[src/include/rv_config.svh]
`ifndef RV_CONFIG_SVH
`define RV_CONFIG_SVH

// datapath widths
`define XLEN        64
`define INST_W      32
`define REG_ADDR_W  5
`define OPCODE_W    7

// architectural register count
`define NUM_REGS    32

// first fetch address after reset
`define RESET_PC    64'h8000_0000

`endif
[src/source/rv_pkg.sv]
`default_nettype none

`include "rv_config.svh"

package rv_pkg;

    typedef logic [`XLEN-1:0]       xlen_t;      // register / result value
    typedef logic [`INST_W-1:0]     inst_t;      // raw instruction word
    typedef logic [`REG_ADDR_W-1:0] reg_addr_t;  // x0..x31
    typedef logic [`OPCODE_W-1:0]   opcode_t;    // inst[6:0]

    typedef enum logic [2:0] {
        ALU_ADD,
        ALU_SUB,
        ALU_AND,
        ALU_XOR,
        ALU_SLTU,
        ALU_SRL,
        ALU_SRA,
        ALU_SLL
    } alu_op_e;

    // operand b and addition base
    typedef enum logic [1:0] {
        SRC_REG,      // rs1 op rs2
        SRC_IMM,      // rs1 op imm
        SRC_IMM_PC,   // pc + imm
        SRC_FOUR_PC   // pc + 4
    } alu_src_e;

    typedef enum logic [1:0] {
        IMM_I,
        IMM_U,
        IMM_J,
        IMM_B
    } imm_sel_e;

    typedef enum logic [1:0] {
        BR_NONE,
        BR_EQ,
        BR_NE
    } br_cond_e;

endpackage

`default_nettype wire

[src/source/imm_gen.sv]
`default_nettype none

`include "rv_config.svh"

module imm_gen import rv_pkg::*; (
    input  inst_t    inst,
    input  imm_sel_e imm_sel,
    output xlen_t    imm
);

    logic  sign;
    xlen_t imm_i;
    xlen_t imm_u;
    xlen_t imm_j;
    xlen_t imm_b;

    assign sign = inst[31];

    assign imm_i = {{(`XLEN-12){sign}}, inst[31:20]};
    assign imm_u = {{(`XLEN-32){sign}}, inst[31:12], 12'b0};
    // scrambled jal / branch offsets, bit 0 implied zero
    assign imm_j = {{(`XLEN-20){sign}}, inst[19:12], inst[20], inst[30:21], 1'b0};
    assign imm_b = {{(`XLEN-12){sign}}, inst[7], inst[30:25], inst[11:8], 1'b0};

    always_comb begin
        case (imm_sel)
            IMM_I:   imm = imm_i;
            IMM_U:   imm = imm_u;
            IMM_J:   imm = imm_j;
            IMM_B:   imm = imm_b;
            default: imm = imm_i;
        endcase
    end

endmodule

`default_nettype wire

[config.mk]
export PLATFORM = sky130hd
export DESIGN_NAME = imm_gen
export DESIGN_NICKNAME = d
export VERILOG_FILES = /design/src/source/rv_pkg.sv /design/src/source/imm_gen.sv
export VERILOG_INCLUDE_DIRS = /design/src /design/src/include
export SDC_FILE = /design/constraint.sdc
export NUM_CORES = 1
export LEC_CHECK = 0
export BUFFER_PORTS_ARGS = -buffer_cell sky130_fd_sc_hd__buf_2
export CAP_MARGIN = 10
export CORE_MARGIN = 4
export CORE_UTILIZATION = 33
export DETAILED_ROUTE_END_ITERATION = 12
export PLACE_DENSITY = 0.88
export SYNTH_ARGS = -nofsm -noshare
export SYNTH_HDL_FRONTEND = slang
export SYNTH_SLANG_ARGS = --single-unit
[constraint.sdc]
create_clock -name vclk -period 4
set_clock_uncertainty 0.05 [all_clocks]
set_input_delay 0.8 -clock vclk [all_inputs]
set_output_delay 0.8 -clock vclk [all_outputs]
set_load 0.05 [all_outputs]
# ---- After elaboration in Yosys (flattened, before gate mapping)
# Index checks and enable logic that the tools add are counted.
# Widths: inputs -> output; s select.
dict set report totals {
  mem_count 0
  mem_bits_ro 0
  latchBits 0
  elab_cells 5
  ram_bits 0
  in_bits 34
  out_inout_bits 64
  reg_bits 0
}
dict set report classes {
  eq_ne 3
  addsub 0
  div 0
  n_lt_le_gt_ge 0
  n_shift 0
  n_reduce_logical 1
  mul 0
  n_bitwise 0
  n_mux 1
}
# cell n
set ops {}
lappend ops {{$pmux 64 s4} 1}
lappend ops {{$eq 2x2->1 const B} 2}
lappend ops {{$eq 2x1->1 const B} 1}
lappend ops {{$logic_not 2->1} 1}

# ---- Longest topological paths before layout
# Gate-level depths: netlist of run 1.
dict set report logic_depth {
  word_depth 2
  depth_mapped 5
  mapped_depth_nobuf 2
}

# ---- Worst setup path after synthesis of run 1
# OpenSTA, ideal clock, no wires.
dict set report synth_timing {
  kind {in2out}
  startpoint {input inst[31]}
  endpoint {output imm[11]}
  t_required_ps 3150
  path_slack_ps 944
  arrival_time_ps 2206
  cell_stages 3
  path_buffers 1
  path_cell_list {clkbuf_1 > mux2i_1 > o21ai_0}
}
dict set report synth_via {
  elab_chain_cells 1
}
# item line
set synth_lines {}
lappend synth_lines {{from (decl)} imm_gen.sv:6} ;# input inst_t inst,
lappend synth_lines {{$pmux 64 s4} imm_gen.sv:26} ;# case (imm_sel)
lappend synth_lines {{to (decl)} imm_gen.sv:8} ;# output xlen_t imm
# Every way passes these cells. The select of a mux whose other input is x is not followed.

# ---- Final worst setup path of run 1
dict set report layout_timing {
  startpoint {input imm_sel[0]}
  endpoint {output imm[22]}
}
dict set report layout_via {
  elab_chain_cells 2
  elab_cells_between_ends 5
  classes_between {eq/ne: 3; mux: 1; reduce/logical: 1}
}
# item line
set layout_lines {}
lappend layout_lines {{from (decl)} imm_gen.sv:7} ;# input imm_sel_e imm_sel,
lappend layout_lines {{$eq 2x2->1, or another cell as far along} imm_gen.sv:26}
lappend layout_lines {{$pmux 64 s4 (*)} imm_gen.sv:26}
# Mark *: on every way between the ends. The rest lies on a longest branch, timed or not. The select of a mux whose other input is x is not followed.

==> flow_summary.ini, run 1 <==
[run_status]
outcome = complete, no violations

[worst_setup_path]
cp.arrival_ps = 2030
criticalPathCategory = in2out
critPathMaxFanout = 16
endpoint_kind = primary output
critPathLaunchType = primary input
critPathLaunch = imm_sel[0]
critPathCapture = imm[22]
cp_data_required_time_ps = 3150

[sta]
relSlewSlack_pct = 58.77
fmax_mhz = 347.7
worstMarginPinSlew_ps = 618.5
tns_ps = 0
report.final.setup_viol = 0
fin_crit_ps = 2876
rsz0062_at_grt = no
finalHoldViolCount = 0
fin_crit_sh_pct = 71.89
slew_viol_final = 0

[drt]
drtIter0Drc = 0
via_per_inst = 4.388
via_count = 702
drc = 0
dr.pass1.iters = 1
wire_per_inst_um = 10.58
ant_nets = 0
routed_wl_um = 1693

[final_layout]
postLayoutCellArea_um2 = 850.8
design.seq.count = 0
nClkBuffers = 0
regArea_um2 = 0
antenna_cells = 0
final_layout_size_suffix_gt1_share_pct = 82.96
num-fill-cells = 190
syn_to_final_growth_pct = 33.07
nets = 171

[power_and_ir_drop]
cellLeakagePower_nw = 0.5061
p_total_uw = 251.6
cellPowerDensity_nw_per_um2 = 295.7
irDropWorstVdd_v = 0.0001243

[place]
portBuffers = 91
placed_cell_area_um2 = 850.8
place.gp.congestion = 0.6622
dp_hpwl_um = 1452

[floorplan]
row_count = 15
io_pins = 98
die_w_um = 52.02
initial_core_util_pct = 35.86
die_y_um = 52.02
coreArea_um2 = 1783
dieArea_um2 = 2706

[yosys]
synthCells = 82
yosysWarnings = 0
synthesis.nets = 116
synth_top_area_share_pct = 39.92
yosysMostFrequentCell = buf_4
ys_top_cells_by_count = buf_4, mux2_2, nor2b_1, nand3_1, o21ai_0
syn_area_per_cell_um2 = 7.797
yosys-top-cells-area = buf_4, mux2_2, nor2b_1, nand3_1, o21ai_0
ys_types = 12
ys_seq_area_share_pct = 0
synth_top_area_cell = buf_4
netlist_area_um2 = 639.4

[hold_path]
hold_class = in2out

[cts]
hold_buffers = 0
post_cts_buffers = 0
cts_resized = 0

[run]
maxCapViolations = 0

[grt]
antenna_found_initial = 0
grt_use_total_pct = 10.69
grt_overflow = 0
grt_pass1_wl_um = 2428
grt_max_degree = 54
grt_pass1_vias = 592
==> worst max-delay path, cell delays in order <==
cell and delay [ps]:
buf_2 200, nor2b_1 210, buf_4 240, mux2_2 360, buf_2 210
==> layout make-up <==
class / count / area [um^2] / area share (%)
multi-input combinational: 39 / 341.6 / 40.15
timing repair buffer: 92 / 462.9 / 54.41
tap: 25 / 31.28 / 3.676
inverter: 4 / 15.01 / 1.765
==> metal layers <==
metal / GRT usage, % / routed length [um]
met3: 1.719 / 311
met5: 0 / 0
met2: 24.06 / 844
met4: 0 / 0
met1: 10.07 / 536
==> cell usage in the layout, fill, tap and decap left out <==
cell type,instances
inv_1,4
mux2_2,19
mux2i_1,1
xor2_2,1
nor3b_1,1
buf_2,91
nor2b_1,7
buf_4,1
nand3_1,5
o21ai_0,5
==> metrics by stage <==
step	cells	util [%]	setup WS, ps	hold slack [ps]
floorplan	82	-	943.7	1717
global placement	160	47.72	1117	1949
detailed placement	160	47.72	1114	1955
CTS	160	47.72	1108	1956
global route	160	47.72	1003	1977
finish	160	47.72	1124	1954
==> how the worst min path moves through the flow <==
stage | cells after the start | end | startpoint
final | 4 | imm[3] | inst[23]
after global routing | 3 | imm[10] | inst[30]
after CTS | 4 | imm[4] | inst[24]
after detailed placement | 4 | imm[4] | inst[24]
after global placement | 4 | imm[3] | inst[23]
after floorplan | 1 | imm[31] | inst[31]
==> logic make-up (layout without fill, tap and decap cells) <==
kind of cell,count (synthesis),after routing,share of synthesized area [%]
AO/OA/AOI/OAI,5,5,3.913
XOR/XNOR,1,1,2.545
buffers and inverters,43,96,46.57
multiplexers,20,20,35.03
AND/OR/NAND/NOR,13,13,11.94
==> where the power goes <==
part           switching [mW]  internal (mW)  total, mW
Combinational           0.193         0.0589      0.252
Clock                       0              0          0
Sequential                  0              0          0
Total                   0.193         0.0589      0.252
No activity file was read; power rests on OpenSTA's default activity.
==> run 2, diff against run 1 <==
CORE_UTILIZATION = 31   (was 33)
PLACE_DENSITY = 0.83   (was 0.88)
clock period = 2.7 ns   (was 4 ns; I/O delays follow)
==> flow_summary.ini, run 2 (same netlist as run 1, synthesis figures left out) <==
[run_status]
outcome = complete, no violations

[sta]
timing.final.ws_setup_ps = 330.6
slew_viol_final = 0
finalHoldViolCount = 0
fin_crit_sh_pct = 87.75
tns_ps = 0
worstMarginPinSlew_ps = 490.9
fin_crit_ps = 2369
report.final.setup_viol = 0
relSlewSlack_pct = 67.27
rsz0062_at_grt = no
fmax_mhz = 422.1

[cts]
post_cts_buffers = 0
cts_resized = 0
hold_buffers = 0

[grt]
grt_use_total_pct = 9.438
grt_pass1_vias = 514
grt_pass1_wl_um = 2173
grt_max_degree = 41
antenna_found_initial = 0
grt_overflow = 0

[final_layout]
final_layout_size_suffix_gt1_share_pct = 83.09
final_cell_mix = buf_2, mux2_2, nor2b_1
syn_to_final_growth_pct = 34.64
regArea_um2 = 0
nClkBuffers = 0
layout_commonest_cell = buf_2
antenna_cells = 0
num-fill-cells = 214
nets = 172
design.seq.count = 0
multi_input_area_um2 = 341.6

[hold_path]
hold_depth = 4
worstHoldEndpoint = imm[3]
hp-start = inst[23]
hold_class = in2out

[place]
portBuffers = 91
pre_cts_ws_ps = 314.5
dp_hpwl_um = 1436
place.gp.congestion = 0.6545

[worst_setup_path]
cp_data_required_time_ps = 2110
endpoint_kind = primary output
criticalPathCategory = in2out
cp.arrival_ps = 1780
critPathMaxFanout = 16
critPathLaunchType = primary input

[drt]
wire_per_inst_um = 10.23
drtIter0Drc = 4
dr.pass1.iters = 2
via_per_inst = 4.166
via_count = 679
ant_nets = 0
routed_wl_um = 1667
drc = 0

[floorplan]
die_y_um = 53.42
initial_core_util_pct = 32.59
coreArea_um2 = 1962
die_w_um = 53.42
row_count = 16
dieArea_um2 = 2853
io_pins = 98

[power_and_ir_drop]
irDropWorstVdd_v = 0.0002133
p_clk_share_pct = 0
cellLeakagePower_nw = 0.5109
pwr-share-seq_pct = 0
power_switching_uw = 284.8
power_switching_share_pct = 76.31
p_int_uw = 88.42
cellPowerDensity_nw_per_um2 = 433.5
combPwrFrac_pct = 100.0

[run]
maxCapViolations = 0
run 2: cell type report:
cell class | count | share of cell area, %
timing repair buffer | 93 | 54.65
tap | 27 | 3.924
multi-input combinational | 39 | 39.68
inverter | 4 | 1.744
run 2: worst max-delay path by stage:
stage | cells past startpoint | start | end | slack (ps)
after global routing | 5 | imm_sel[0] | imm[22] | 220
after floorplan | 3 | inst[31] | imm[11] | 160
final | 5 | imm_sel[0] | imm[22] | 330
after CTS | 5 | imm_sel[0] | imm[22] | 310
after detailed placement | 5 | imm_sel[0] | imm[22] | 310
after global placement | 5 | imm_sel[0] | imm[22] | 320
run 2: per-stage QoR:
stage | hold WS (ps) | area, um^2 | instances | power, mW | util [%]
2_1_floorplan | 1197 | 639.4 | 82 | 0.3273 | -
5_1_grt | 1456 | 860.8 | 163 | 0.3901 | 43.88
6_report | 1437 | 860.8 | 163 | 0.3732 | 43.88
4_1_cts | 1436 | 860.8 | 163 | 0.3767 | 43.88
3_5_place_dp | 1436 | 860.8 | 163 | 0.3761 | 43.88
3_3_place_gp | 1428 | 860.8 | 163 | 0.3737 | 43.88
run 2: power groups by stage:
stage / Sequential [mW] / Clock, mW / Combinational (mW)
after global routing: 0 / 0 / 0.390
after CTS: 0 / 0 / 0.377
after detailed placement: 0 / 0 / 0.376
final: 0 / 0 / 0.373
after floorplan: 0 / 0 / 0.327
after global placement: 0 / 0 / 0.374
run 2: critical path: stages:
cell and delay [ps]:
buf_2 210, nor2b_1 210, buf_4 240, mux2_2 350, buf_2 210
run 2: routing by layer:
metal,routed length (um),global-route usage [%]
met1,580,10.58
met2,736,19.18
met3,350,1.408
met4,0,0
met5,0,0
