<file path="src/include/rv_config.svh">
`ifndef RV_CONFIG_SVH
`define RV_CONFIG_SVH

// datapath widths
`define XLEN        64
`define INST_W      32
`define REG_ADDR_W  5
`define OPCODE_W    7

// architectural register count
`define NUM_REGS    32

// first fetch address after reset
`define RESET_PC    64'h8000_0000

`endif
</file>
<file path="src/source/rv_pkg.sv">
`default_nettype none

`include "rv_config.svh"

package rv_pkg;

    typedef logic [`XLEN-1:0]       xlen_t;      // register / result value
    typedef logic [`INST_W-1:0]     inst_t;      // raw instruction word
    typedef logic [`REG_ADDR_W-1:0] reg_addr_t;  // x0..x31
    typedef logic [`OPCODE_W-1:0]   opcode_t;    // inst[6:0]

    typedef enum logic [2:0] {
        ALU_ADD,
        ALU_SUB,
        ALU_AND,
        ALU_XOR,
        ALU_SLTU,
        ALU_SRL,
        ALU_SRA,
        ALU_SLL
    } alu_op_e;

    // operand b and addition base
    typedef enum logic [1:0] {
        SRC_REG,      // rs1 op rs2
        SRC_IMM,      // rs1 op imm
        SRC_IMM_PC,   // pc + imm
        SRC_FOUR_PC   // pc + 4
    } alu_src_e;

    typedef enum logic [1:0] {
        IMM_I,
        IMM_U,
        IMM_J,
        IMM_B
    } imm_sel_e;

    typedef enum logic [1:0] {
        BR_NONE,
        BR_EQ,
        BR_NE
    } br_cond_e;

endpackage

`default_nettype wire

</file>
<file path="src/source/exec_unit.sv">
`default_nettype none

`include "rv_config.svh"

module exec_unit import rv_pkg::*; (
    input  logic      clk,
    input  logic      rst_n,
    input  logic      inst_valid,
    input  logic      reg_wen,
    input  reg_addr_t rd_addr,
    input  alu_op_e   alu_op,
    input  alu_src_e  alu_src,
    input  logic      word_op,
    input  br_cond_e  br_cond,
    input  logic      jump,
    input  logic      jalr,
    input  logic      ebreak_hit,
    input  logic      illegal_hit,
    input  xlen_t     imm,
    input  xlen_t     rs1_data,
    input  xlen_t     rs2_data,
    output logic      wen,
    output reg_addr_t waddr,
    output xlen_t     wdata,
    output xlen_t     pc,
    output logic      retire_valid,
    output xlen_t     retire_pc,
    output logic      retire_wen,
    output reg_addr_t retire_rd,
    output xlen_t     retire_data,
    output logic      ebreak,
    output logic      illegal
);

    xlen_t      op_a;
    xlen_t      op_b;
    xlen_t      alu_out;
    xlen_t      result;
    logic [5:0] shamt;
    logic       br_taken;
    xlen_t      next_pc;

    always_comb begin
        case (alu_src)
            SRC_REG:     begin op_a = rs1_data; op_b = rs2_data; end
            SRC_IMM:     begin op_a = rs1_data; op_b = imm;      end
            SRC_IMM_PC:  begin op_a = pc;       op_b = imm;      end
            default:     begin op_a = pc;       op_b = 64'd4;    end
        endcase
    end

    assign shamt = word_op ? {1'b0, op_b[4:0]} : op_b[5:0];

    always_comb begin
        case (alu_op)
            ALU_ADD:  alu_out = op_a + op_b;
            ALU_SUB:  alu_out = op_a - op_b;
            ALU_AND:  alu_out = op_a & op_b;
            ALU_XOR:  alu_out = op_a ^ op_b;
            ALU_SLTU: alu_out = {{(`XLEN-1){1'b0}}, (op_a < op_b)};
            ALU_SRL:  alu_out = op_a >> shamt;
            ALU_SRA:  alu_out = $signed(op_a) >>> shamt;
            default:  alu_out = op_a << shamt;
        endcase
    end

    // *w ops keep the low word, sign extended
    assign result = word_op ? {{(`XLEN-32){alu_out[31]}}, alu_out[31:0]} : alu_out;

    assign br_taken = ((br_cond == BR_EQ) && (rs1_data == rs2_data)) ||
                      ((br_cond == BR_NE) && (rs1_data != rs2_data));

    always_comb begin
        if (jalr) begin
            next_pc = (rs1_data + imm) & ~64'd1;
        end else if (jump || br_taken) begin
            next_pc = pc + imm;
        end else begin
            next_pc = pc + 64'd4;
        end
    end

    assign wen   = inst_valid && reg_wen && (rd_addr != '0);   // x0 writes dropped
    assign waddr = rd_addr;
    assign wdata = result;

    always_ff @(posedge clk or negedge rst_n) begin
        if (!rst_n) begin
            pc           <= `RESET_PC;
            retire_valid <= 1'b0;
            retire_wen   <= 1'b0;
            ebreak       <= 1'b0;
            illegal      <= 1'b0;
        end else begin
            retire_valid <= inst_valid;
            retire_wen   <= wen;
            ebreak       <= inst_valid && ebreak_hit;
            illegal      <= inst_valid && illegal_hit;
            if (inst_valid) begin
                pc <= next_pc;
            end
        end
    end

    // retire payload
    always_ff @(posedge clk) begin
        if (inst_valid) begin
            retire_pc   <= pc;
            retire_rd   <= rd_addr;
            retire_data <= result;
        end
    end

    pc_aligned: assert property (@(posedge clk) disable iff (!rst_n) pc[0] == 1'b0);

    // decoder keeps trapping encodings off the write port
    no_retire_write_on_trap: assert property (
        @(posedge clk) disable iff (!rst_n) (ebreak || illegal) |-> !retire_wen);

endmodule

`default_nettype wire

</file>
<file path="config.mk">
export PLATFORM = sky130hd
export DESIGN_NAME = exec_unit
export DESIGN_NICKNAME = d
export VERILOG_FILES = /design/src/source/rv_pkg.sv /design/src/source/exec_unit.sv
export VERILOG_INCLUDE_DIRS = /design/src /design/src/include
export SDC_FILE = /design/constraint.sdc
export NUM_CORES = 2
export LEC_CHECK = 0
export BUFFER_PORTS_ARGS = -buffer_cell sky130_fd_sc_hd__buf_4
export CAP_MARGIN = 20
export CORE_AREA = 10 10 341 343
export DETAILED_ROUTE_END_ITERATION = 12
export DIE_AREA = 0 0 351 353
export SETUP_SLACK_MARGIN = 0.4
export SLEW_MARGIN = 25
export SYNTH_ARGS = -nofsm -noshare
export SYNTH_HDL_FRONTEND = slang
export SYNTH_SLANG_ARGS = --single-unit
</file>
<file path="constraint.sdc">
create_clock -name clk -period 11.05 [get_ports clk]
set_input_delay 2.21 -clock clk [delete_from_list [all_inputs] [get_ports clk]]
set_output_delay 2.21 -clock clk [all_outputs]
set_load 0.01 [all_outputs]
</file>
==> Yosys cells after proc, flatten, opt, wreduce, memory -nomap -nowiden <==
Index checks and enable logic that the tools add are counted.
{ "classes": {"n_addsub": 5, "n_lt_le_gt_ge": 1, "eq_ne": 12, "n_shift": 3, "muxes": 7, "n_bitwise": 2, "reduce_logical": 13} }
{ "ops": {"columns": ["operator", "count"], "rows": [
  ["$pmux W64 S7", 1],
  ["$mux W64", 4],
  ["$add A64 B64 Y64", 3],
  ["$pmux W64 S2", 1],
  ["$add A64 B3 Y64 const B", 1],
  ["$and A64 B64 Y64", 1],
  ["$eq A64 B64 Y1", 1],
  ["$lt A64 B64 Y1", 1],
  ["$ne A64 B64 Y1", 1],
  ["$shl A64 B6 Y64", 1],
  ["$shr A64 B6 Y64", 1],
  ["$sshr A64 B6 Y64", 1],
  ["$sub A64 B64 Y64", 1],
  ["$xor A64 B64 Y64", 1],
  ["$eq A3 B3 Y1 const B", 3],
  ["$eq A3 B2 Y1 const B", 2],
  ["$logic_and A1 B1 Y1", 6],
  ["$mux W6", 1],
  ["$reduce_bool A5 Y1", 1],
  ["$eq A2 B1 Y1 const B", 2],
  ["$eq A2 B2 Y1 const B", 2],
  ["$reduce_or A2 Y1", 2],
  ["$eq A3 B1 Y1 const B", 1],
  ["$logic_not A3 Y1", 1],
  ["other kinds (2)", 3]
]} }
{ "word_totals": {"register_bits": 201, "input_bits": 213, "wordCells": 51} }

==> Depth between registers and ports, before layout <==
{ "depth": {"depth_word": 7, "depth_mapped": 27, "ltp_nobuf": 19} }

==> Worst setup path after synthesis <==
Ideal clock, no wire load.
{ "synth_timing": {"path_type": "in2out", "from": "input port alu_src[0]", "to": "output port wdata[62]", "t_arrival_ns": 7.679, "required_ns": 8.840, "path_slack_ns": 1.161, "cell_stages": 25, "n_path_buf": 9, "path_cell_list": "inv_1 > ha_1 > buf_4 > nor2_2 > buf_6 > buf_6 > buf_4 > buf_6 > buf_4 > buf_1 > clkbuf_1 > mux2_2 > ha_1 > buf_6 > or2_1 > or3_1 > o221a_2 > or4b_1 > o211ai_1 > a31oi_1 > o311a_1 > o211ai_2 > and3_1 > o21ai_0 > a31oi_1"} }
{ "synth_via": {"elab_chain_cells": 7, "word_cells_on_any_way": 17, "classes_between": "2 x add/sub; 2 x eq/ne; 3 x shift; 5 x mux; 2 x bitwise; 3 x reduce/logical"} }
{ "synth_rtl": {"columns": ["item", "line_no", "text"], "rows": [
  ["start: declaration", "exec_unit.sv:12", "input alu_src_e alu_src,"],
  ["parallel branches: the longest is 5 deep, another holds $sub A64 B64 Y64", null, null],
  ["$pmux W64 S7 (*)", "exec_unit.sv:55", "case (alu_op)"],
  ["$mux W64 (*)", "exec_unit.sv:68", "assign result = word_op ? {{(`XLEN-32){alu_out[31]}}, alu_out[31:0]} : alu_out;"],
  ["end: declaration", "exec_unit.sv:24", "output xlen_t wdata,"]
]} }
Mark *: on every way between the ends.

==> Worst setup path after layout <==
{ "layout_timing": {"from": "input port alu_src[1]", "to": "output port wdata[0]"} }
The elaborated chain is that of the path after synthesis.

==> qor.yml <==
timing:
  skew_ns: 0.0282
  min_period_ns: 10.45
  slew_viol_final: 0
  setup_violations: 0
  fmax_mhz: 95.7
  worst_pin_slew_ns: 1.25
  slew_headroom_pct: 16.1
  period_share_pct: 94.6
  rsz0062_at_grt: "false"
  setup_tns_ns: 0
  hold_ws_ns: 0.598
  finalHoldViolations: 0
logic_synthesis:
  ys_top_cells_by_area: "edfxtp_1 10%, ha_1 8.5%, a21oi_1 6.8%"
  synth_seq_area_share_pct: 15.0
  synth_nets: 5604
  synth_commonest_cells: "584 x nor2_1, 517 x a21oi_1, 409 x nand2_1, 342 x o21ai_0, 258 x ha_1"
  synthCells: 5129
  synth_flop_cell: "edfxtp_1"
  syn_area_per_cell_um2: 7.43
  syn_area_um2: 38100
  ys_types: 112
  ys_ff_latch: 201
  synth_top_area_cell: "edfxtp_1"
  synth_warnings: 0
  yosysTopAreaCellShare_pct: 10.5
  synth-edff-count: 133
  postSynth.asyncResetShare_pct: 33.8
  synth.most_common_cell: "nor2_1"
finish:
  final_nets: 5869
  syn_to_final_growth_pct: 15.9
  layout-drive-gt1-share_pct: 17.9
  nFillCells: 11500
drt:
  drt_iter0_drc: 7060
  first_pass_iters: 8
  ant_nets: 0
  viasPerCell: 6.57
  vias: 45000
  drc: 0
  totalWireLength_um: 227000
  routedWlPerCell_um: 33.1
min_path:
  hold_class: "flip-flop to flip-flop"
outcome:
  status: "complete, no violations"
run:
  drv_cap: 0
clock_tree:
  cts_buffers: 29
  root_buffer: "clkbuf_16"
  hold_buffers: 0
  ctsResizeCount: 0
  clock_path_buffers: 3
  cts.sinks: 201
  clkTransAtPathRegs_ns: 0.06
  cts_setup_buffers: 0
  clock_latency_ns: 0.66
  cts_max_level: 1
  cts_tree: "built"
worst_setup_path:
  critPathArrivalTime_ns: 8.24
  crit_path_start_kind: "input pin"
  reg2reg_depth: 16
  r2r_end: "retire_data[44]"
  endpoint: "wdata[0]"
  endpoint_kind: "primary output"
  r2r_start: "pc[2]"
  cp_max_fo: 36
  crit_required_ns: 8.84
  worstSetupPathType: "input pin to primary output"
  ff2ff_setup_slack_ns: 5.20
  crit_start: "alu_src[1]"
die:
  die_w_um: 351
  die_height_um: 353
  io_pins: 484
  rows: 122
  die-area_um2: 124000
  start_util_pct: 34.7
  core_region_area_um2: 110000
power_and_ir_drop:
  power_density_nw_per_um2: 174
  p_leak_nw: 18.7
  ir_drop_uv: 139
global_route:
  track_usage_pct: 34.7
  grt_pass1_vias: 42600
  grt_pass1_wl_um: 318000
  grt_max_degree: 149
  antenna_found_initial: 20
  overflow: 0
placed_design:
  post-dp-hpwl_um: 184000
  port_buffers: 483
  gp_congestion: 1.09
[cell families after synthesis]
kind of cell             after synthesis  synth area share, %
AO/OA/AOI/OAI                       1780                 30.5
XOR/XNOR                             258                 5.93
adder cells (fa/ha/maj)              262                 8.68
buffers and inverters                619                 6.77
flip-flops                           201                 15.0
multiplexers                         381                 13.3
AND/OR/NAND/NOR                     1628                 19.8
[state kept, by name, summed over array words and instances (netlist names)]
name,count
retire_pc,64
illegal,1
retire_rd,5
retire_wen,1
pc,64
retire_valid,1
retire_data,64
ebreak,1
[power breakdown]
part	switching (mW)	internal, mW	total (mW)
Combinational	3.46	1.90	5.37
Sequential	0.315	0.984	1.30
Clock	0.419	0.615	1.03
Total	4.20	3.50	7.70
[cell usage in the layout, fill, tap and decap left out, types with 83 or more instances in the layout]
cell / Yosys / layout
nor3_1: 95 / 93
xor2_1: 137 / 137
inv_1: 200 / 198
a21o_1: 118 / 118
o21ai_0: 342 / 340
a22oi_1: 85 / 85
a211oi_1: 83 / 83
nor2_1: 584 / 575
edfxtp_1: 133 / 133
ha_1: 258 / 256
xnor2_1: 121 / 121
buf_4: 19 / 628
mux4_2: 96 / 96
nand3_1: 107 / 107
mux2i_1: 232 / 231
a21oi_1: 517 / 517
nand2_1: 409 / 409
[through the flow]
stage / worst slack (ns) / cell area (um2) / util, % / total power [mW] / std cells
floorplan: 1.16 / 38100 / - / 4.30 / 5129
global placement: 0.512 / 43100 / 39.3 / 6.48 / 6788
detailed placement: 0.417 / 43100 / 39.3 / 6.45 / 6788
CTS: 0.404 / 44100 / 40.2 / 7.52 / 6840
global route: 0.480 / 44100 / 40.2 / 8.05 / 6844
finish: 0.600 / 44100 / 40.2 / 7.70 / 6850
[per-layer routing]
metal  GRT usage, %  vias to the layer above  routed length, um
met5              0                        -                 76
met4           16.8                       12              13400
met3           8.16                      496              25100
met2           50.9                     2879              94500
met1           47.3                    21900              93800
li1               -                    19700                  -
[worst min path at each step]
stage | startpoint | endpoint | cells past startpoint
6_report | pc[63] | retire_pc[63] | 0
3_3_place_gp | pc[63] | retire_pc[63] | 0
5_1_grt | pc[63] | retire_pc[63] | 0
2_1_floorplan | pc[4] | retire_pc[4] | 0
3_5_place_dp | pc[63] | retire_pc[63] | 0
4_1_cts | pc[63] | retire_pc[63] | 0
[critical path, stage by stage]
cell and delay (ns):
buf_4 0.09, inv_1 0.05, ha_2 0.51, buf_4 0.44, a22oi_1 0.26, or2_2 0.36, ha_1 0.49, a21o_1 0.26
a311oi_1 0.51, o211ai_1 0.27, o21ai_1 0.23, o21ai_0 0.30, a21bo_4 0.33, o21a_1 0.20, o21a_1 0.24, nand4_1 0.14
a21oi_1 0.08, o31a_1 0.39, o21ai_0 0.52, buf_4 0.21, buf_4 0.12
[layout make-up]
class / count / area [um2] / area share (%)
repair buffers: 638 / 4900 / 11.1
multi-input cells: 4309 / 29900 / 67.8
well taps: 1426 / 1780 / 4.04
diodes: 9 / 22.5 / 0.0510
clock buffers: 32 / 737 / 1.67
clock inverters: 20 / 262 / 0.593
flip-flops and latches: 201 / 5700 / 12.9
inverters: 215 / 816 / 1.85
Power figures use the tool's default switching activity.
