<file path="src/include/rv_config.svh">
`ifndef RV_CONFIG_SVH
`define RV_CONFIG_SVH

// datapath widths
`define XLEN        64
`define INST_W      32
`define REG_ADDR_W  5
`define OPCODE_W    7

// architectural register count
`define NUM_REGS    32

// first fetch address after reset
`define RESET_PC    64'h8000_0000

`endif
</file>
<file path="src/source/rv_pkg.sv">
`default_nettype none

`include "rv_config.svh"

package rv_pkg;

    typedef logic [`XLEN-1:0]       xlen_t;      // register / result value
    typedef logic [`INST_W-1:0]     inst_t;      // raw instruction word
    typedef logic [`REG_ADDR_W-1:0] reg_addr_t;  // x0..x31
    typedef logic [`OPCODE_W-1:0]   opcode_t;    // inst[6:0]

    typedef enum logic [2:0] {
        ALU_ADD,
        ALU_SUB,
        ALU_AND,
        ALU_XOR,
        ALU_SLTU,
        ALU_SRL,
        ALU_SRA,
        ALU_SLL
    } alu_op_e;

    // operand b and addition base
    typedef enum logic [1:0] {
        SRC_REG,      // rs1 op rs2
        SRC_IMM,      // rs1 op imm
        SRC_IMM_PC,   // pc + imm
        SRC_FOUR_PC   // pc + 4
    } alu_src_e;

    typedef enum logic [1:0] {
        IMM_I,
        IMM_U,
        IMM_J,
        IMM_B
    } imm_sel_e;

    typedef enum logic [1:0] {
        BR_NONE,
        BR_EQ,
        BR_NE
    } br_cond_e;

endpackage

`default_nettype wire

</file>
<file path="src/source/ctrl.sv">
`default_nettype none

module ctrl import rv_pkg::*; (
    input  inst_t     inst,
    output logic      reg_wen,
    output reg_addr_t rs1_addr,
    output reg_addr_t rs2_addr,
    output reg_addr_t rd_addr,
    output imm_sel_e  imm_sel,
    output alu_op_e   alu_op,
    output alu_src_e  alu_src,
    output logic      word_op,
    output br_cond_e  br_cond,
    output logic      jump,
    output logic      jalr,
    output logic      ebreak_hit,
    output logic      illegal_hit
);

    localparam opcode_t OPC_OP         = 7'b0110011;
    localparam opcode_t OPC_OP_IMM     = 7'b0010011;
    localparam opcode_t OPC_OP_32      = 7'b0111011;
    localparam opcode_t OPC_OP_IMM_32  = 7'b0011011;
    localparam opcode_t OPC_LUI        = 7'b0110111;
    localparam opcode_t OPC_AUIPC      = 7'b0010111;
    localparam opcode_t OPC_JAL        = 7'b1101111;
    localparam opcode_t OPC_JALR       = 7'b1100111;
    localparam opcode_t OPC_BRANCH     = 7'b1100011;
    localparam opcode_t OPC_SYSTEM     = 7'b1110011;
    localparam inst_t   EBREAK_INST    = 32'h0010_0073;

    opcode_t    opcode;
    logic [2:0] funct3;
    logic [6:0] funct7;
    reg_addr_t  rd;
    reg_addr_t  rs1;
    reg_addr_t  rs2;

    assign opcode = inst[6:0];
    assign funct3 = inst[14:12];
    assign funct7 = inst[31:25];
    assign rd     = inst[11:7];
    assign rs1    = inst[19:15];
    assign rs2    = inst[24:20];

    always_comb begin
        reg_wen     = 1'b0;
        rs1_addr    = '0;
        rs2_addr    = '0;
        rd_addr     = '0;
        imm_sel     = IMM_I;
        alu_op      = ALU_ADD;
        alu_src     = SRC_REG;
        word_op     = 1'b0;
        br_cond     = BR_NONE;
        jump        = 1'b0;
        jalr        = 1'b0;
        ebreak_hit  = 1'b0;
        illegal_hit = 1'b0;
        case (opcode)
            OPC_OP: begin
                rs1_addr = rs1;
                rs2_addr = rs2;
                rd_addr  = rd;
                case (funct3)
                    3'b000: begin
                        if (funct7 == 7'b0000000) begin
                            alu_op  = ALU_ADD;
                            reg_wen = 1'b1;
                        end else if (funct7 == 7'b0100000) begin
                            alu_op  = ALU_SUB;
                            reg_wen = 1'b1;
                        end else begin
                            illegal_hit = 1'b1;
                        end
                    end
                    3'b011: begin
                        alu_op = ALU_SLTU;
                        if (funct7 == 7'b0000000) begin
                            reg_wen = 1'b1;
                        end else begin
                            illegal_hit = 1'b1;
                        end
                    end
                    3'b111: begin
                        alu_op = ALU_AND;
                        if (funct7 == 7'b0000000) begin
                            reg_wen = 1'b1;
                        end else begin
                            illegal_hit = 1'b1;   // remu not kept
                        end
                    end
                    default: illegal_hit = 1'b1;
                endcase
            end
            OPC_OP_IMM: begin
                rs1_addr = rs1;
                rd_addr  = rd;
                alu_src  = SRC_IMM;
                reg_wen  = 1'b1;
                case (funct3)
                    3'b000:  alu_op = ALU_ADD;
                    3'b011:  alu_op = ALU_SLTU;
                    3'b100:  alu_op = ALU_XOR;
                    3'b111:  alu_op = ALU_AND;
                    3'b101: begin
                        if (inst[31:26] == 6'b000000) begin
                            alu_op = ALU_SRL;
                        end else if (inst[31:26] == 6'b010000) begin
                            alu_op = ALU_SRA;
                        end else begin
                            reg_wen     = 1'b0;
                            illegal_hit = 1'b1;
                        end
                    end
                    default: begin
                        reg_wen     = 1'b0;
                        illegal_hit = 1'b1;
                    end
                endcase
            end
            OPC_OP_32: begin
                rs1_addr = rs1;
                rs2_addr = rs2;
                rd_addr  = rd;
                word_op  = 1'b1;
                alu_op   = (funct3 == 3'b001) ? ALU_SLL : ALU_ADD;
                if ((funct7 == 7'b0000000) && (funct3[2:1] == 2'b00)) begin
                    reg_wen = 1'b1;
                end else begin
                    illegal_hit = 1'b1;
                end
            end
            OPC_OP_IMM_32: begin
                rs1_addr = rs1;
                rd_addr  = rd;
                alu_src  = SRC_IMM;
                word_op  = 1'b1;
                if (funct3 == 3'b000) begin
                    reg_wen = 1'b1;   // addiw only
                end else begin
                    illegal_hit = 1'b1;
                end
            end
            OPC_LUI: begin
                rd_addr = rd;                // x0 + imm
                imm_sel = IMM_U;
                alu_src = SRC_IMM;
                reg_wen = 1'b1;
            end
            OPC_AUIPC: begin
                rd_addr = rd;
                imm_sel = IMM_U;
                alu_src = SRC_IMM_PC;
                reg_wen = 1'b1;
            end
            OPC_JAL: begin
                rd_addr = rd;
                imm_sel = IMM_J;
                alu_src = SRC_FOUR_PC;       // link value
                jump    = 1'b1;
                reg_wen = 1'b1;
            end
            OPC_JALR: begin
                if (funct3 == 3'b000) begin
                    rs1_addr = rs1;
                    rd_addr  = rd;
                    alu_src  = SRC_FOUR_PC;
                    jump     = 1'b1;
                    jalr     = 1'b1;
                    reg_wen  = 1'b1;
                end else begin
                    illegal_hit = 1'b1;
                end
            end
            OPC_BRANCH: begin
                rs1_addr = rs1;
                rs2_addr = rs2;
                imm_sel  = IMM_B;
                alu_op   = ALU_SUB;
                case (funct3)
                    3'b000:  br_cond = BR_EQ;
                    3'b001:  br_cond = BR_NE;
                    default: illegal_hit = 1'b1;
                endcase
            end
            OPC_SYSTEM: begin
                ebreak_hit  = (inst == EBREAK_INST);
                illegal_hit = !ebreak_hit;   // no csr / ecall here
            end
            default: illegal_hit = 1'b1;
        endcase
    end

    always_comb begin
        no_write_on_illegal: assert (!(illegal_hit && reg_wen));
    end

endmodule

`default_nettype wire

</file>
<file path="config.mk">
export PLATFORM = sky130hd
export DESIGN_NAME = ctrl
export DESIGN_NICKNAME = d
export VERILOG_FILES = /design/src/source/rv_pkg.sv /design/src/source/ctrl.sv
export VERILOG_INCLUDE_DIRS = /design/src /design/src/include
export SDC_FILE = /design/constraint.sdc
export NUM_CORES = 1
export LEC_CHECK = 0
export BUFFER_PORTS_ARGS = -buffer_cell sky130_fd_sc_hd__buf_2
export CORE_MARGIN = 10
export CORE_UTILIZATION = 35
export DETAILED_ROUTE_END_ITERATION = 12
export GPL_TIMING_DRIVEN = 0
export PLACE_DENSITY = 0.73
export SETUP_SLACK_MARGIN = 0.05
export SYNTH_ARGS = -nofsm -noshare
export SYNTH_HDL_FRONTEND = slang
export SYNTH_SLANG_ARGS = --single-unit
</file>
<file path="constraint.sdc">
create_clock -name vclk -period 2.7
set_input_delay 0.54 -clock vclk [all_inputs]
set_output_delay 0.54 -clock vclk [all_outputs]
set_load 0.1 [all_outputs]
</file>
Word-level counts from Yosys, hierarchy flattened
Index checks and enable logic that the tools add are counted.
{"block": "totals", "regBits": 0, "in_bits": 32, "output_inout_bits": 30}
{"block": "op_classes", "n_eq_ne": 18, "muxes": 43, "n_reduce_logical": 17}
{"op": "32-bit by 21-bit == test with 1-bit output (second input constant)", "n": 1}
{"op": "7-bit by 6-bit == test with 1-bit output (second input constant)", "n": 4}
{"op": "7-bit == test (second input constant)", "n": 4}
{"op": "3-bit one-hot mux with 4 select lines", "n": 2}
{"op": "7-bit by 5-bit == test with 1-bit output (second input constant)", "n": 3}
{"op": "1-bit two-way mux", "n": 20}
{"op": "5-bit one-hot mux with 2 select lines", "n": 2}
{"op": "5-bit two-way mux", "n": 3}
{"op": "1-bit one-hot mux with 2 select lines", "n": 5}
{"op": "2-bit OR reduction", "n": 5}
{"op": "3-bit == test (second input constant)", "n": 3}
{"op": "3-bit two-way mux", "n": 3}
{"op": "3-bit one-hot mux with 3 select lines", "n": 1}
{"op": "3-bit OR reduction", "n": 3}
{"op": "2-bit one-hot mux with 4 select lines", "n": 1}
{"op": "7-bit logical NOT", "n": 1}
{"op": "1-bit one-hot mux with 7 select lines", "n": 1}
{"op": "7-bit OR reduction", "n": 1}
{"op": "6-bit by 5-bit == test with 1-bit output (second input constant)", "n": 1}
{"op": "6-bit logical NOT", "n": 1}
{"op": "2-bit one-hot mux with 3 select lines", "n": 1}
{"op": "1-bit one-hot mux with 5 select lines", "n": 1}
{"op": "5-bit OR reduction", "n": 1}
{"op": "2-bit two-way mux", "n": 2}
{"op": "8 further kinds", "n": 8}

Depth between registers and ports, before layout
Gate-level depths: netlist of run 1.
{"block": "logic_depth", "word_depth": 5, "mapped_depth": 7}

Least setup slack after synthesis of run 1
No wires, ideal clock.
{"block": "synth_timing", "kind": "input to output", "start": "input inst[1]", "end": "output br_cond[1]", "arrival_ps": 3847, "path_slack_ps": -1687, "path_stages": 3, "n_path_buf": 0, "path_cell_list": "nand2_1 -> or2_4 -> nor4_1"}
{"block": "synth_between", "elab_chain_len": 2}
{"element": "from (decl)", "line": "ctrl.sv:4", "text": "input inst_t inst,"}
{"element": "7-bit == test", "line": "ctrl.sv:60", "text": "case (opcode)"}
{"element": "2-bit two-way mux", "line": "ctrl.sv:60"}
{"element": "to (decl)", "line": "ctrl.sv:13", "text": "output br_cond_e br_cond,"}
Every way passes these cells.

Worst setup path in the final report of run 1
{"block": "layout_timing", "start": "input inst[13]", "end": "output rs1_addr[1]"}
{"block": "layout_between", "elab_chain_len": 3}
{"element": "3-bit logical NOT", "line": "ctrl.sv:165", "text": "if (funct3 == 3'b000) begin"}
{"element": "5-bit two-way mux", "line": "ctrl.sv:165"}
{"element": "5-bit one-hot mux with 2 select lines", "line": "ctrl.sv:60"}
{"element": "to (decl)", "line": "ctrl.sv:6", "text": "output reg_addr_t rs1_addr,"}
Every way passes these cells.

==> flow_metrics.tcl, run 1 <==
set metrics [dict create \
    routed_wl_mm 3.32 \
    grt_pass1_wl_mm 5.37 \
    via_count 1182 \
    cts_setup_buffers 0 \
    fillers 209 \
    area_growth_pct 59.5 \
    setup.worst_path.start_class "input port" \
    post-route-period-util_pct 94.0 \
    drc_errors 0 \
    netlist.area_leader.share_pct 12.9 \
    syn_area_sq_um 773 \
    grt_max_degree 11 \
    clock_buffers 0 \
    fp-row-count 16 \
    yosys_warnings 0 \
    tns_ns 0 \
    drive_above_1_share_pct 43.7 \
    ant_nets 0 \
    peakVddDrop_v 0.0000787 \
    drt_iter0_drc 49 \
    postSynthNetCount 163 \
    clock_power_share_pct 0 \
    final.min_clock_period_ns 2.54 \
    rsz0062_at_grt "no" \
    power_mw 0.155 \
    core_sq_um 2020 \
    place_ws_ns -0.0636 \
    p_leak_nw 0.600 \
    end_kind "output pin" \
    io_pins 62 \
    initial_utilization_pct 38.2 \
    swShare_pct 68.1 \
    setup_viol 0 \
    critPathArrivalTime_ns 2.00 \
    antenna_cells 0 \
    hp-class "input port to output pin" \
    num-nets-final 224 \
    drt_pass1_iterations 4 \
    syn_area_per_cell_sq_um 5.90 \
    vias_per_cell 5.45 \
    status "finished, final reports clean" \
    dieWidth_um 67 \
    postSynthCellCount 131 \
    dieArea_sq_um 4490 \
    p_comb_share_pct 100.0 \
    powerDensity_nw_per_um2 126 \
    fin_cells 217 \
    hp-start "inst[17]" \
    slew_viol_final 0 \
    slew_headroom_pct 64.7 \
    worst_ep_required_time_ns 2.16 \
    grt_pass1_vias 1253 \
    antenna_found_initial 0 \
    synth_cell_types 37 \
    yosys-top-cells-area "and2_1 (13%), nand2_1 (10%), nor2_1 (5.8%)" \
    yosysSeqAreaShare_pct 0 \
    seq_cell_count 0 \
    post-route-util_pct 61.0 \
    intPower_mw 0.0496 \
    crit_fanout 10 \
    synth_top_area_cell "and2_1" \
    hold_buffers 0 \
    grt_overflow 0 \
    tightest_slew_ns 0.529 \
    place.detailed.hpwl_mm 2.79 \
    die_h_um 67 \
    io_buffers 59 \
    placedCellCount 217 \
    routedWlPerCell_um 15.3 \
    finalHoldViolCount 0 \
    grt_use_total_pct 14.2 \
    fin_ws_ns 0.161 \
    crit_type "input port to output pin" \
    seqPwrFrac_pct 0 \
    drv_cap 0 \
    p_sw_mw 0.106 \
    timing.fmax_ghz 0.394 \
    worstSetupStartpoint "inst[13]" \
    ff_latch_area_sq_um 0 \
    gp_congestion 0.875 \
]
## cells by family (layout without fill, tap and decap cells)
kind of cell,after synthesis,after routing,synth area share (%)
AO/OA/AOI/OAI,23,23,20.1
multiplexers,2,2,2.59
AND/OR/NAND/NOR,94,94,69.3
XOR/XNOR,1,1,1.13
buffers and inverters,11,70,6.96
## cell usage after synthesis (all sizes together) (2+ instances only)
library cell	number
buf	5
a31oi	4
and2	16
nor2	15
and3	6
nand3	6
nand4	2
nor2b	3
nor4	5
a22oi	3
clkbuf	3
nand2b	3
a21oi	3
nand2	21
nor3	10
o21ai	7
mux2i	2
inv	3
## repair_timing
action,CTS,global route
resized for setup,7,14
pin swaps,0,0
endpoints found under the setup margin,7,20
## final timing paths
path / end / slack, ns / depth (start not counted)
setup / recovery: rs1_addr[1] / 0.16 / 7
hold / removal: rs1_addr[2] / 1.54 / 3
## layout by cell type, fill, tap and decap left out, types with 3 or more instances in the layout
cell and n:
o21ai_0 5, and3_1 5, nor2_2 4, nand3_1 6, a31oi_1 4, buf_4 7
nand2b_1 3, inv_1 3, nand2_1 21, a21oi_1 3, clkbuf_4 13, clkbuf_1 3
nor3_4 3, buf_2 42, nor3_1 5, nor2_1 11, a22oi_1 3, and2_1 16
nor2b_1 3
## worst max-delay path: stages
cell,delay [ns]
buf_2,0.12
buf_6,0.14
nor4_2,0.40
nand2_1,0.12
a2bb2oi_2,0.22
and2_1,0.17
buf_4,0.29
## power groups by stage
stage                     clock network [mW]  logic (mW)  registers (mW)
after detailed placement                   0       0.151               0
after global placement                     0       0.148               0
after global routing                       0       0.166               0
after CTS                                  0       0.152               0
final                                      0       0.155               0
after floorplan                            0       0.102               0
## through the flow
| step | hold slack, ns | instance area, sq um |
|---|---|---|
| 2_1_floorplan | 1.32 | 848 |
| 3_3_place_gp | 1.59 | 1180 |
| 6_report | 1.54 | 1230 |
| 3_5_place_dp | 1.59 | 1180 |
| 5_1_grt | 1.54 | 1230 |
| 4_1_cts | 1.54 | 1190 |
## metal layers
metal | vias up | global-route usage [%] | routed length, um
met2 | 64 | 25.4 | 1580
met1 | 528 | 15.4 | 1290
met5 | - | 0 | 0
li1 | 586 | - | -
met3 | 4 | 6.19 | 426
met4 | 0 | 1.79 | 29
## layout make-up
| class | count | area [sq um] | area share, % |
|---|---|---|---|
| well taps | 27 | 33.8 | 2.74 |
| inverters | 3 | 11.3 | 0.913 |
| plain buffers | 8 | 48.8 | 3.96 |
| multi-input cells | 120 | 795 | 64.4 |
| repair buffers | 59 | 345 | 28.0 |
No activity file was read; power rests on OpenSTA's default activity.
==> inputs of run 2 (changes only) <==
--- a/config.mk
+++ b/config.mk
@@ -11,7 +11,7 @@
 export CORE_UTILIZATION = 35
 export DETAILED_ROUTE_END_ITERATION = 12
 export GPL_TIMING_DRIVEN = 0
-export PLACE_DENSITY = 0.73
+export PLACE_DENSITY = 0.76
 export SETUP_SLACK_MARGIN = 0.05
 export SYNTH_ARGS = -nofsm -noshare
 export SYNTH_HDL_FRONTEND = slang
==> constraint.sdc (replaced) <==
create_clock -name vclk -period 2.22
set_input_delay 0.444 -clock vclk [all_inputs]
set_output_delay 0.444 -clock vclk [all_outputs]
set_load 0.1 [all_outputs]
==> flow_metrics.tcl, run 2 (synthesis results as in run 1) <==
set metrics [dict create \
    num-nets-final 234 \
    dieArea_sq_um 4490 \
    place_area_sq_um 1260 \
    cp_num_buf_inv 3 \
    tns_ns -0.0244 \
    power_mw 0.251 \
    swShare_pct 61.4 \
    area_growth_pct 121 \
    drive_above_1_share_pct 63.0 \
    place.detailed.hpwl_mm 2.81 \
    drc_errors 0 \
    p_sw_mw 0.154 \
    gp_congestion 0.922 \
    status "finished, violations left" \
    antenna_found_initial 0 \
    min_path_cells 3 \
    vias_per_cell 5.94 \
    seq_cell_count 0 \
    design_area_sq_um 1710 \
    cpPeakStageDelay_ns 0.36 \
    grt_overflow 0 \
    p_leak_nw 0.760 \
    finalHoldViolCount 0 \
    cpMaxStageDelayCell "o311a_1" \
    hp-class "input port to output pin" \
    rsz0062_at_grt "yes" \
    post-route-period-util_pct 101 \
    final.min_clock_period_ns 2.24 \
    setup_viol 1 \
    initial_utilization_pct 38.2 \
    tightest_slew_ns 0.502 \
    end_kind "output pin" \
    crit_path_frequent_cell "buf_6" \
    final_cell_mix "buf_2 (26), buf_6 (18), nand2_1 (17)" \
    powerDensity_nw_per_um2 147 \
    holdWs_ns 1.27 \
    dieWidth_um 67 \
    clock_power_share_pct 0 \
    antenna_cells 0 \
    hold_end "rs1_addr[0]" \
    seqPwrFrac_pct 0 \
    violations "setup timing" \
    peakVddDrop_v 0.000137 \
    fin_cells 227 \
    hp-start "inst[15]" \
    die_h_um 67 \
    routedWlPerCell_um 19.4 \
    worst_ep_required_time_ns 1.78 \
    grt_pass1_wl_mm 5.95 \
    critPathArrivalTime_ns 1.80 \
    via_count 1349 \
    slew_viol_final 0 \
    post-route-util_pct 84.3 \
    final_common_cell "buf_2" \
    routed_wl_mm 4.42 \
    place_ws_ns -0.271 \
    slew_headroom_pct 66.8 \
    fp-row-count 16 \
    clock_buffers 0 \
    grt_pass1_vias 1283 \
    io_pins 62 \
    drt_iter0_drc 147 \
    core_sq_um 2020 \
    drt_pass1_iterations 4 \
    crit_path_cell_trace "buf_6 -> nor3_4 -> buf_6 -> a31oi_2 -> o311a_1 -> a21oi_2 -> nand4_1 -> buf_12" \
    p_comb_share_pct 100.0 \
    ff_latch_area_sq_um 0 \
    drv_cap 0 \
    critPathTopFamily "compound AO/OA/AOI/OAI gates" \
    io_buffers 59 \
    crit_type "input port to output pin" \
    grt_use_total_pct 15.7 \
    setup.worst_path.start_class "input port" \
    crit_fanout 3 \
    ant_nets 0 \
    timing.fmax_ghz 0.446 \
    grt_max_degree 11 \
    fin_ws_ns -0.0244 \
    placedCellCount 217 \
    intPower_mw 0.0970 \
]
-- run 2: cell count changes in the layout (fill, tap and decap cells not counted), sizes merged --
cell	change
clkbuf	-9
buf	+19
-- run 2: area by class of cell --
type                            count  area (sq um)
Multi-Input combinational cell    120           951
Timing Repair Buffer               70           636
Fill cell                         116           317
Buffer                              7          73.8
Tap cell                           27          33.8
Inverter                            3          11.3
-- run 2: repair_timing --
action                                  4_1_cts  5_1_grt
endpoints found under the setup margin       23       25
hold buffers                                  0        0
gates resized for setup                      58       45
buffers inserted                              6        5
pin swaps                                    10       10
endpoints found under the hold margin         0        0
-- run 2: how the worst max path moves through the flow --
stage                     slack [ns]      from  cells past startpoint     endpoint
after floorplan                -0.36  inst[27]                      4   ebreak_hit
after global placement         -0.23  inst[13]                      7  rs1_addr[2]
after detailed placement       -0.27  inst[13]                      7  rs1_addr[1]
after CTS                       0.03  inst[21]                      7  illegal_hit
after global routing           -0.07  inst[29]                      7  illegal_hit
final                          -0.02  inst[13]                      8  illegal_hit
-- run 2: layer usage --
metal	wire length (um)	track usage [%]
met5	0	0
met1	1540	18.4
met3	398	2.51
met2	2340	29.7
met4	135	1.03
-- run 2: power groups by stage --
stage	sequential [mW]	combinational, mW	clock, mW
CTS	0	0.215	0
global placement	0	0.189	0
finish	0	0.251	0
floorplan	0	0.133	0
detailed placement	0	0.192	0
global route	0	0.263	0
==> inputs of run 3 (changes only) <==
--- a/config.mk
+++ b/config.mk
@@ -10,8 +10,9 @@
 export CORE_MARGIN = 10
 export CORE_UTILIZATION = 35
 export DETAILED_ROUTE_END_ITERATION = 12
+export GPL_ROUTABILITY_DRIVEN = 0
 export GPL_TIMING_DRIVEN = 0
-export PLACE_DENSITY = 0.76
+export PLACE_DENSITY_LB_ADDON = 0.3
 export SETUP_SLACK_MARGIN = 0.05
 export SYNTH_ARGS = -nofsm -noshare
 export SYNTH_HDL_FRONTEND = slang
==> flow_metrics.tcl, run 3 (synthesis results as in run 1) <==
set metrics [dict create \
    grt_use_total_pct 16.7 \
    drv_cap 0 \
    crit_type "input port to output pin" \
    place_area_sq_um 1260 \
    critPathCapture "illegal_hit" \
    io_pins 62 \
    cp_num_buf_inv 2 \
    finalHoldViolCount 0 \
    crit_cells 7 \
    core_sq_um 2020 \
    cpMaxStageDelayCell "or3_4" \
    die_h_um 67 \
    final_cell_mix "buf_2 (29), nand2_1 (16), buf_4 (14)" \
    area_growth_pct 118 \
    final_common_cell "buf_2" \
    setup_viol 6 \
    holdWs_ns 1.28 \
    slew_headroom_pct 66.9 \
    drt_iter0_drc 138 \
    swShare_pct 61.7 \
    final.min_clock_period_ns 2.28 \
    fp-row-count 16 \
    io_buffers 59 \
    multi_input_area_sq_um 916 \
    ant_nets 0 \
    post-route-period-util_pct 103 \
    fin_cells 229 \
    tns_ns -0.0995 \
    peakVddDrop_v 0.000151 \
    routedWlPerCell_um 19.7 \
    status "finished, violations left" \
    ff_latch_area_sq_um 0 \
    p_comb_share_pct 100.0 \
    clock_buffers 0 \
    via_count 1355 \
    slew_viol_final 0 \
    drt_pass1_iterations 4 \
    grt.busiest_layer "met2" \
    hp-class "input port to output pin" \
    rsz0062_at_grt "yes" \
    grt_pass1_wl_mm 6.28 \
    seqPwrFrac_pct 0 \
    place_ws_ns -0.232 \
    worstSetupStartpoint "inst[19]" \
    cpPeakStageDelay_ns 0.42 \
    fin_ws_ns -0.0634 \
    drc_errors 0 \
    design_area_sq_um 1690 \
    num-nets-final 236 \
    grt_util_met3_pct 3.18 \
    violations "setup timing" \
    p_sw_mw 0.151 \
    drive_above_1_share_pct 63.4 \
    timing.fmax_ghz 0.438 \
    grt_pass1_vias 1332 \
    seq_cell_count 0 \
    dieArea_sq_um 4490 \
    place.detailed.hpwl_mm 2.87 \
    intPower_mw 0.0935 \
    initial_utilization_pct 38.2 \
    p_leak_nw 0.754 \
    clock_power_share_pct 0 \
    post-route-util_pct 83.5 \
    dieWidth_um 67 \
    end_kind "output pin" \
    crit_path_cell_trace "buf_2 -> nor4_1 -> nand2_1 -> or3_4 -> nand2_2 -> nand4_1 -> buf_12" \
    antenna_found_initial 0 \
    routed_wl_mm 4.51 \
    worst_ep_required_time_ns 1.78 \
    critPathTopFamily "simple AND/OR/NAND/NOR gates" \
    placedCellCount 217 \
    met1_usage_pct 18.3 \
    critPathArrivalTime_ns 1.84 \
    grt_overflow 0 \
    fillers 113 \
    power_mw 0.244 \
    powerDensity_nw_per_um2 145 \
    tightest_slew_ns 0.500 \
    vias_per_cell 5.92 \
    setup.worst_path.start_class "input port" \
    grt_max_degree 11 \
    met2_usage_pct 32.2 \
    crit_fanout 2 \
    antenna_cells 0 \
]
run 3: layout make-up:
type,count,share of cell area [%]
Tap cell,27,2.00
Inverter,3,0.667
Multi-Input combinational cell,120,54.3
Buffer,8,4.30
Timing Repair Buffer,71,38.8
run 3: worst min-delay path by stage:
stage                  end  cells past startpoint      from  slack, ns
2_1_floorplan   ebreak_hit                      2   inst[4]       1.13
3_3_place_gp   rs2_addr[0]                      3  inst[20]       1.42
3_5_place_dp   rs2_addr[0]                      3  inst[20]       1.43
4_1_cts        rs1_addr[2]                      3  inst[17]       1.28
5_1_grt        rs1_addr[2]                      3  inst[17]       1.29
6_report       rs1_addr[2]                      3  inst[17]       1.28
run 3: what timing repair did:
item | CTS | global route
setup endpoints to repair | 23 | 26
pin swaps | 9 | 13
buffers inserted | 6 | 6
hold buffers | 0 | 0
resized for setup | 70 | 32
run 3: power by group through the flow:
stage	clock [mW]	combinational (mW)	sequential, mW
2_1_floorplan	0	0.133	0
3_3_place_gp	0	0.189	0
3_5_place_dp	0	0.192	0
4_1_cts	0	0.219	0
5_1_grt	0	0.257	0
6_report	0	0.244	0
run 3: worst min-delay path, delay by kind of cell:
family | cells | cell delay, ns
and+or+nand+nor | 1 | 0.14
buffers and inverters | 2 | 0.25
run 3: metal layers:
metal,wire length [um],vias up,share of wire (%)
met3,347,12,7.7
met5,0,-,0
met2,2410,79,53
li1,-,615,-
met1,1600,649,35
met4,155,0,3.4
